[src/verilog/img_pkg.sv]
package img_pkg;

    // ======================================================================
    // Frame geometry
    // ======================================================================
    localparam int img_width   = 16;
    localparam int img_height  = 8;
    localparam int pixel_count = img_width * img_height;
    localparam int pixel_bits  = 12;
    localparam int word_bits   = 16;
    localparam int block_count = 2;
    localparam int addr_bits   = 7;

    // ======================================================================
    // Readout stream layout and statistics
    // ======================================================================
    localparam int header_words   = 4;
    localparam int checksum_words = 2;
    localparam int padding_words  = 2;

    // One sample per tile for highlight and shadow counts
    localparam int stat_tile  = 4;
    // Thumbnail keeps the upper-left corner of every tile
    localparam int thumb_tile = 8;
    localparam int thumb_keep = 2;
    localparam int count_bits = 8;

    typedef struct packed {
        logic                  fv;
        logic                  lv;
        logic [pixel_bits-1:0] pixel;
    } pixel_in_t;

    typedef struct packed {
        logic [$clog2(block_count)-1:0] block;
        logic                           skip;
    } capture_cmd_t;

    typedef struct packed {
        logic [$clog2(block_count)-1:0]       block;
        logic                                 thumb;
        logic [header_words*word_bits-1:0]    header;
    } readout_cmd_t;

    typedef struct packed {
        logic [count_bits-1:0] pixels;
        logic [count_bits-1:0] highlights;
        logic [count_bits-1:0] shadows;
    } capture_status_t;

    typedef struct packed {
        logic                           en;
        logic [$clog2(block_count)-1:0] block;
        logic [addr_bits-1:0]           addr;
        logic [word_bits-1:0]           data;
    } ram_write_t;

endpackage

[src/verilog/frame_capture.sv]
module frame_capture (
    input  logic                     clk,
    input  logic                     rst_n,
    input  img_pkg::pixel_in_t       pixel_in,
    input  logic                     capture_req,
    input  img_pkg::capture_cmd_t    capture_cmd,
    output logic                     capture_ack,
    output img_pkg::ram_write_t      ram_wr,
    output img_pkg::capture_status_t status
);

    typedef enum logic [1:0] {
        s_idle,
        s_wait_frame,
        s_capture,
        s_ack
    } state_t;

    state_t                                  state;
    logic                                    fv_prev;
    logic                                    lv_prev;
    logic                                    skip_left;
    logic [$clog2(img_pkg::block_count)-1:0] cap_block;
    logic [$clog2(img_pkg::stat_tile)-1:0]   tile_x;
    logic [$clog2(img_pkg::stat_tile)-1:0]   tile_y;
    logic                                    frame_start;
    logic                                    write_now;
    logic                                    sample_now;
    logic [6:0]                              top_bits;
    logic                                    wr_en;
    logic [img_pkg::addr_bits-1:0]           wr_addr;
    logic [img_pkg::word_bits-1:0]           wr_data;

    assign frame_start = pixel_in.fv && !fv_prev;
    // The first line may already be valid on the frame start cycle
    assign write_now = pixel_in.lv && (state == s_capture ||
                       (state == s_wait_frame && frame_start && !skip_left));
    assign sample_now = write_now && tile_x == '0 && tile_y == '0;
    assign top_bits = pixel_in.pixel[img_pkg::pixel_bits-1 -: 7];

    assign ram_wr = '{en: wr_en, block: cap_block, addr: wr_addr, data: wr_data};

    always_ff @(posedge clk) begin
        if (!rst_n) begin
            state       <= s_idle;
            capture_ack <= 1'b0;
            fv_prev     <= 1'b0;
            lv_prev     <= 1'b0;
            tile_x      <= '0;
            tile_y      <= '0;
            wr_en       <= 1'b0;
            status      <= '0;
        end else begin
            fv_prev <= pixel_in.fv;
            lv_prev <= pixel_in.lv;

            // Statistics sampling grid
            if (!pixel_in.lv)
                tile_x <= '0;
            else if (int'(tile_x) == img_pkg::stat_tile - 1)
                tile_x <= '0;
            else
                tile_x <= tile_x + 1'b1;
            if (!pixel_in.fv)
                tile_y <= '0;
            else if (lv_prev && !pixel_in.lv)
                tile_y <= (int'(tile_y) == img_pkg::stat_tile - 1) ? '0 : tile_y + 1'b1;

            // Pixel word goes out one cycle after sampling
            wr_en <= write_now;
            if (write_now) begin
                wr_addr       <= status.pixels[img_pkg::addr_bits-1:0];
                wr_data       <= {pixel_in.pixel[7:0], 4'b0000, pixel_in.pixel[11:8]};
                status.pixels <= status.pixels + 1'b1;
            end
            if (sample_now) begin
                if (top_bits == '1)
                    status.highlights <= status.highlights + 1'b1;
                else if (top_bits == '0)
                    status.shadows <= status.shadows + 1'b1;
            end

            case (state)
                s_idle: if (capture_req) begin
                    cap_block <= capture_cmd.block;
                    skip_left <= capture_cmd.skip;
                    status    <= '0;
                    state     <= s_wait_frame;
                end
                s_wait_frame: if (frame_start) begin
                    // A skipped frame just re-arms the edge detector
                    if (skip_left)
                        skip_left <= 1'b0;
                    else
                        state <= s_capture;
                end
                s_capture: if (!pixel_in.fv) begin
                    capture_ack <= 1'b1;
                    state       <= s_ack;
                end
                default: if (!capture_req) begin
                    capture_ack <= 1'b0;
                    state       <= s_idle;
                end
            endcase
        end
    end

endmodule

[src/verilog/frame_ram.sv]
module frame_ram (
    input  logic                                    clk,
    input  img_pkg::ram_write_t                     wr,
    input  logic [$clog2(img_pkg::block_count)-1:0] rd_block,
    input  logic [img_pkg::addr_bits-1:0]           rd_addr,
    output logic [img_pkg::word_bits-1:0]           rd_data
);

    // Block select forms the top address bits
    logic [img_pkg::word_bits-1:0] mem [img_pkg::block_count * img_pkg::pixel_count];

    always_ff @(posedge clk) begin
        if (wr.en)
            mem[{wr.block, wr.addr}] <= wr.data;
        rd_data <= mem[{rd_block, rd_addr}];
    end

endmodule

[src/verilog/fletcher_checksum.sv]
module fletcher_checksum (
    input  logic                          clk,
    input  logic                          rst_n,
    input  logic                          clear,
    input  logic                          accept,
    input  logic [img_pkg::word_bits-1:0] word,
    output logic [31:0]                   sum
);

    logic [15:0] sum_a;
    logic [15:0] sum_b;
    logic [15:0] swapped;
    logic [15:0] next_a;

    // Addition of two 16-bit values modulo 65535
    function automatic logic [15:0] add_mod(input logic [15:0] x, input logic [15:0] y);
        logic [16:0] s;
        s = x + y;
        if (s >= 17'd65535)
            s = s - 17'd65535;
        return s[15:0];
    endfunction

    // Words are summed little-endian
    assign swapped = {word[7:0], word[15:8]};
    assign next_a  = add_mod(sum_a, swapped);
    assign sum     = {sum_b, sum_a};

    always_ff @(posedge clk) begin
        if (!rst_n || clear) begin
            sum_a <= '0;
            sum_b <= '0;
        end else if (accept) begin
            sum_a <= next_a;
            sum_b <= add_mod(sum_b, next_a);
        end
    end

endmodule

[src/verilog/readout_sequencer.sv]
module readout_sequencer (
    input  logic                                    clk,
    input  logic                                    rst_n,
    input  logic                                    readout_req,
    input  img_pkg::readout_cmd_t                   readout_cmd,
    output logic                                    readout_ack,
    output logic [$clog2(img_pkg::block_count)-1:0] rd_block,
    output logic [img_pkg::addr_bits-1:0]           rd_addr,
    input  logic [img_pkg::word_bits-1:0]           rd_data,
    output logic                                    cs_clear,
    output logic                                    cs_accept,
    output logic [img_pkg::word_bits-1:0]           cs_word,
    input  logic [31:0]                             cs_sum,
    output logic                                    readout_valid,
    output logic [img_pkg::word_bits-1:0]           readout_data,
    input  logic                                    readout_ready
);

    typedef enum logic [2:0] {
        s_idle,
        s_header,
        s_pixel,
        s_checksum,
        s_padding,
        s_ack
    } state_t;

    state_t                                                state;
    logic [img_pkg::header_words*img_pkg::word_bits-1:0]   shift;
    logic [$clog2(img_pkg::header_words)-1:0]              word_cnt;
    logic [$clog2(img_pkg::img_width)-1:0]                 x;
    logic [$clog2(img_pkg::img_height)-1:0]                y;
    logic                                                  thumb;
    logic                                                  rd_phase;
    logic                                                  sum_ready;
    logic                                                  out_sum;
    logic                                                  load;
    logic                                                  keep;

    // Output slot is free or being emptied this cycle
    assign load = !readout_valid || readout_ready;
    assign keep = !thumb || ((x % img_pkg::thumb_tile) < img_pkg::thumb_keep &&
                             (y % img_pkg::thumb_tile) < img_pkg::thumb_keep);

    // Only header and pixel words enter the checksum
    assign cs_accept = readout_valid && readout_ready && out_sum;
    assign cs_word   = readout_data;

    always_ff @(posedge clk) begin
        if (!rst_n) begin
            state         <= s_idle;
            readout_ack   <= 1'b0;
            readout_valid <= 1'b0;
            cs_clear      <= 1'b0;
            out_sum       <= 1'b0;
            rd_phase      <= 1'b0;
            sum_ready     <= 1'b0;
            word_cnt      <= '0;
        end else begin
            cs_clear <= 1'b0;
            if (readout_valid && readout_ready)
                readout_valid <= 1'b0;

            case (state)
                s_idle: if (readout_req) begin
                    rd_block <= readout_cmd.block;
                    thumb    <= readout_cmd.thumb;
                    shift    <= readout_cmd.header;
                    rd_addr  <= '0;
                    x        <= '0;
                    y        <= '0;
                    word_cnt <= '0;
                    cs_clear <= 1'b1;
                    state    <= s_header;
                end

                // ==========================================================
                // Header words from the most significant end
                // ==========================================================
                s_header: if (load) begin
                    readout_data  <= shift[$bits(shift)-1 -: img_pkg::word_bits];
                    readout_valid <= 1'b1;
                    out_sum       <= 1'b1;
                    shift         <= shift << img_pkg::word_bits;
                    word_cnt      <= word_cnt + 1'b1;
                    if (int'(word_cnt) == img_pkg::header_words - 1) begin
                        word_cnt <= '0;
                        rd_phase <= 1'b0;
                        state    <= s_pixel;
                    end
                end

                // ==========================================================
                // Pixel fetch at one RAM read per two cycles
                // ==========================================================
                s_pixel: begin
                    if (!rd_phase) begin
                        rd_phase <= 1'b1;
                    end else if (load || !keep) begin
                        if (keep) begin
                            readout_data  <= rd_data;
                            readout_valid <= 1'b1;
                            out_sum       <= 1'b1;
                        end
                        rd_phase <= 1'b0;
                        rd_addr  <= rd_addr + 1'b1;
                        if (int'(x) == img_pkg::img_width - 1) begin
                            x <= '0;
                            y <= y + 1'b1;
                        end else begin
                            x <= x + 1'b1;
                        end
                        if (int'(rd_addr) == img_pkg::pixel_count - 1) begin
                            sum_ready <= 1'b0;
                            state     <= s_checksum;
                        end
                    end
                end

                // Sum is final the cycle after the last pixel leaves
                s_checksum: begin
                    if (!sum_ready) begin
                        if (!readout_valid) begin
                            shift[$bits(shift)-1 -: img_pkg::checksum_words*img_pkg::word_bits]
                                <= {cs_sum[7:0], cs_sum[15:8], cs_sum[23:16], cs_sum[31:24]};
                            sum_ready <= 1'b1;
                        end
                    end else if (load) begin
                        readout_data  <= shift[$bits(shift)-1 -: img_pkg::word_bits];
                        readout_valid <= 1'b1;
                        out_sum       <= 1'b0;
                        shift         <= shift << img_pkg::word_bits;
                        word_cnt      <= word_cnt + 1'b1;
                        if (int'(word_cnt) == img_pkg::checksum_words - 1) begin
                            word_cnt <= '0;
                            state    <= s_padding;
                        end
                    end
                end

                s_padding: if (load) begin
                    readout_data  <= '0;
                    readout_valid <= 1'b1;
                    out_sum       <= 1'b0;
                    word_cnt      <= word_cnt + 1'b1;
                    if (int'(word_cnt) == img_pkg::padding_words - 1) begin
                        word_cnt <= '0;
                        state    <= s_ack;
                    end
                end

                // Ack once the last padding word has gone
                default: begin
                    if (!readout_ack && !readout_valid)
                        readout_ack <= 1'b1;
                    if (readout_ack && !readout_req) begin
                        readout_ack <= 1'b0;
                        state       <= s_idle;
                    end
                end
            endcase
        end
    end

endmodule

[src/verilog/img_controller.sv]
module img_controller (
    input  logic                          clk,
    input  logic                          rst_n,
    input  img_pkg::pixel_in_t            pixel_in,
    input  logic                          capture_req,
    input  img_pkg::capture_cmd_t         capture_cmd,
    output logic                          capture_ack,
    output img_pkg::capture_status_t      status,
    input  logic                          readout_req,
    input  img_pkg::readout_cmd_t         readout_cmd,
    output logic                          readout_ack,
    output logic                          readout_valid,
    output logic [img_pkg::word_bits-1:0] readout_data,
    input  logic                          readout_ready
);

    img_pkg::ram_write_t                     ram_wr;
    logic [$clog2(img_pkg::block_count)-1:0] rd_block;
    logic [img_pkg::addr_bits-1:0]           rd_addr;
    logic [img_pkg::word_bits-1:0]           rd_data;
    logic                                    cs_clear;
    logic                                    cs_accept;
    logic [img_pkg::word_bits-1:0]           cs_word;
    logic [31:0]                             cs_sum;

    // ======================================================================
    // Capture path into frame memory
    // ======================================================================
    frame_capture capture_i (
        .clk         (clk),
        .rst_n       (rst_n),
        .pixel_in    (pixel_in),
        .capture_req (capture_req),
        .capture_cmd (capture_cmd),
        .capture_ack (capture_ack),
        .ram_wr      (ram_wr),
        .status      (status)
    );

    frame_ram ram_i (
        .clk      (clk),
        .wr       (ram_wr),
        .rd_block (rd_block),
        .rd_addr  (rd_addr),
        .rd_data  (rd_data)
    );

    // ======================================================================
    // Readout path
    // ======================================================================
    fletcher_checksum checksum_i (
        .clk    (clk),
        .rst_n  (rst_n),
        .clear  (cs_clear),
        .accept (cs_accept),
        .word   (cs_word),
        .sum    (cs_sum)
    );

    readout_sequencer readout_i (
        .clk           (clk),
        .rst_n         (rst_n),
        .readout_req   (readout_req),
        .readout_cmd   (readout_cmd),
        .readout_ack   (readout_ack),
        .rd_block      (rd_block),
        .rd_addr       (rd_addr),
        .rd_data       (rd_data),
        .cs_clear      (cs_clear),
        .cs_accept     (cs_accept),
        .cs_word       (cs_word),
        .cs_sum        (cs_sum),
        .readout_valid (readout_valid),
        .readout_data  (readout_data),
        .readout_ready (readout_ready)
    );

endmodule

[config.mk]
export PLATFORM = sky130hd
export DESIGN_NAME = img_controller
export DESIGN_NICKNAME = d
export VERILOG_FILES = /design/src/verilog/img_pkg.sv /design/src/verilog/frame_capture.sv /design/src/verilog/frame_ram.sv /design/src/verilog/fletcher_checksum.sv /design/src/verilog/readout_sequencer.sv /design/src/verilog/img_controller.sv
export SDC_FILE = /design/constraint.sdc
export NUM_CORES = 2
export LEC_CHECK = 0
export ABC_AREA = 0
export BUFFER_PORTS_ARGS = -buffer_cell sky130_fd_sc_hd__buf_2
export CORE_AREA = 2 2 457 459
export CTS_CLUSTER_SIZE = 12
export DETAILED_ROUTE_END_ITERATION = 10
export DIE_AREA = 0 0 459 461
export PLACE_DENSITY = 0.84
export SLEW_MARGIN = 20
export SYNTH_ARGS = -nofsm -noshare
export SYNTH_HDL_FRONTEND = slang
export SYNTH_SLANG_ARGS = --single-unit
[constraint.sdc]
create_clock -name clk -period 6.9 [get_ports clk]
set_input_delay 0.69 -clock clk [delete_from_list [all_inputs] [get_ports clk]]
set_output_delay 0.69 -clock clk [all_outputs]
set_load 0.01 [all_outputs]
==> metrics <==
drt first pass iters 8; CP Launch Type register; Mapped Nets 6,128; Slew headroom 0.104; cell taking the most area after synthesis edfxtp_1; CP peak stage delay 0.66 ns; delay-heaviest family, CP compound AO/OA/AOI/OAI gates; cell breakdown of the critical path ha_1 > inv_1 > fa_1 > nand2b_2 > a211oi_4 > o21a_1 > o211ai_2 > or4_4 > nor4_4 > buf_4 > o21ai_1 > xnor2_1 > ha_1 > and2_1 > a221o_1 > o211a_1 > nor2_1 > xor2_1 > nor3_4 > buf_4 > and3_1 > a311oi_1 > nor2_1; clock share of power 0.361; Critical Path End Type register; Cell Area, Synth ~130,000 um2; Worst-Skew Late Latency around 1 ns; total gr overflow 0; Final Critical Period 6.45 ns; RD Place Congestion 0.878; Ys Warns 0; met3 GRT Util 0.0936; reg-to-reg slack, setup 0.45 ns; f_max between 150 and 200 MHz; Async S/R FF share, synth 0; Max FO, Critical Path 8; Worst Setup SP checksum_i.sum_a[0]; largest cells by area after synthesis edfxtp_1 (74%), mux4_2 (18%), dfxtp_1 (1.4%), nor2_1 (1.1%), clkbuf_1 (0.68%); CTS Buf Count 340; WP data required between 7 and 8 ns; first-pass GRT wire length 549 mm; DP HPWL between 150 and 200 mm; Post-synth EDFFs 3,189; Clk pin slew, worst setup/hold paths approximately 0.06 ns; synthesized netlist cell count roughly 6,000; Post-DRT Antenna Nets 0; Vert. Die Dim 461 um; DR DRC count 0; most common flop cell mapped by yosys edfxtp_1; CTS sink count 3,278; share of the synthesized area in the top cell type 0.740; FF-to-FF Start checksum_i.sum_a[0]; worst-case clock buffer depth 4; initial core utilization 0.626; Hold Crit Class input pin to register; post-place setup slack 0.206 ns; Synth Area in XOR/XNOR 0.00366; Worst Min Path Start readout_cmd[57]; Final Routed Wirelength 391 mm; WL/cell 42.2 um; part of the power in registers 0.476; 1st-iter DRT viols 13,500; sw frac 0.267; final setup violation count 0; simple-gate share of the synthesized area 0.0280; DP Area roughly 130,000 um2; largest family of logic cells by synthesized area multiplexers; Pint between 30 and 40 mW; via count 71,100; Filler cells 10,700; CP arrival 7.29 ns; unrepaired setup endpoints after global routing no; CP Buf/Inv Count 3; mux cell area share after synthesis 0.179; Tcrit/Tclk final 0.935; post-synthesis compound-gate area fraction 0.0188; Final Hold Fails 0; final std cells w/o fill 9,257; final hold slack around 0.035 ns; most used routing layer met2; area grow syn2layout 11.8%; Die X 459 um; row count between 150 and 200; grt met2 use 0.587; max cap viols 0; final-stage net count 6,506; vias in the first global route approximately 70,000; post-synthesis adder-cell area fraction 0.00515; commonest cells after routing, fill and taps aside edfxtp_1 (3,189), mux4_2 (1,019), clkbuf_16 (346); status finished, final reports clean; Max Slew Vio Count 0; Port Buffer Count around 130; dpl cells 8,696; final setup TNS 0 ns; fraction of layout cells with a size suffix above 1 0.298; core area ~210,000 um2; register area share after synthesis 0.754; largest net degree at the start of global routing 238; switching power about 13 mW; Setup Skew 0.0675 ns; H-Tree Depth 5; FF+latch count, synth between 3,000 and 4,000; kind of critical path register to register; Ports 130; All-Layer GR Usage 0.372; GRT met1 Usage 0.467; PnR worst setup slack 0.452 ns; initial antenna violation count 27; Synth cell types 80; Post-Syn Area per Cell 21.6 um2; CP max stage cell xor2_1; Root Buffer clkbuf_16; worst-margin pin slew 1.34 ns; die area roughly 210,000 um2; CTS tree yes; pwr dens roughly 330 nW/um2; peak supply drop 0.344 mV; post-DR vias/cell around 7.7; Comb power frac 0.163; Pleak 45.1 nW; most common cell after layout, fill and taps aside edfxtp_1; fin area 145,000 um2
layer usage:
layer	routed length (um)	vias up
li1	-	25800
met1	121000	36200
met2	187000	7443
met3	50500	1657
met4	32500	36
met5	248	-
final cells by class:
type	instances	area (um2)	area share
Antenna cell	12	30.0	0.000208
Clock buffer	463	9150	0.0633
Clock inverter	53	408	0.00282
Inverter	28	105	0.000727
Multi-Input combinational cell	2341	30800	0.213
Sequential cell	3278	97500	0.675
Tap cell	2704	3380	0.0234
Timing Repair Buffer	378	3060	0.0212
flip-flops by register name (all words and copies together) (netlist names), 2 cells and up:
register            flops
capture_i.tile_y        2
capture_i.state         2
capture_i.wr_addr       7
readout_i.cs_word      16
ram_i.rd_data          12
capture_i.wr_data      12
checksum_i.sum_a       16
readout_i.state         3
capture_i.status       24
readout_i.shift        64
capture_i.tile_x        2
readout_i.rd_addr       7
checksum_i.sum_b       16
readout_i.y             3
readout_i.word_cnt      2
ram_i.mem            3072
readout_i.x             4
metrics by stage:
| stage | utilization | total power [mW] |
|---|---|---|
| floorplan | - | 27.6 |
| global placement | 0.649 | 29.9 |
| detailed placement | 0.650 | 30.1 |
| CTS | 0.697 | 47.0 |
| global route | 0.700 | 48.1 |
| finish | 0.700 | 47.3 |
power groups by stage:
stage	combinational [mW]	clock (mW)	sequential [mW]
floorplan	4.66	0	23.0
global placement	7.01	0	22.9
detailed placement	7.22	0	22.9
CTS	7.49	17.0	22.5
global route	7.88	17.7	22.5
finish	7.72	17.1	22.5
synth_stat cells, drive strengths merged, types with 11 or more instances:
library cell	number
a211oi	13
edfxtp	3189
nand4	23
a22o	29
inv	28
nor2b	18
xnor2	24
nand2b	16
nor2	375
clkbuf	233
buf	109
a21o	12
nand2	209
ha	50
mux4	1019
nand3	56
and2	16
a31oi	23
a21oi	126
nor3	30
and3	27
mux2i	12
o21ba	11
o21ai	98
xor2	30
dfxtp	89
worst paths after layout:
kind	to	depth (start not counted)
min	readout_i.shift[57]	3
max reg2reg	checksum_i.sum_b[14]	23
min reg2reg	capture_i.state[1]	2
max	checksum_i.sum_b[14]	23
kinds of logic after synthesis:
group / count (synthesis)
xor gates and xnor gates: 54
DFF: 3278
buffers and inverters: 370
adders and majority gates: 52
muxes: 1036
and+or+nand+nor: 818
AOI/OAI and AO/OA: 381
repair_timing:
action / CTS / global route
resized for setup: 0 / 11
buffers inserted: 0 / 3
setup endpoints to repair: 0 / 16
hold buffers: 22 / 0
endpoints found under the hold margin: 22 / 0
worst min-delay path, stage by stage:
cell and delay [ns]:
buf_2 0.08, nand2_1 0.04, o21ai_0 0.07
(Power assumes the default switching activity.)
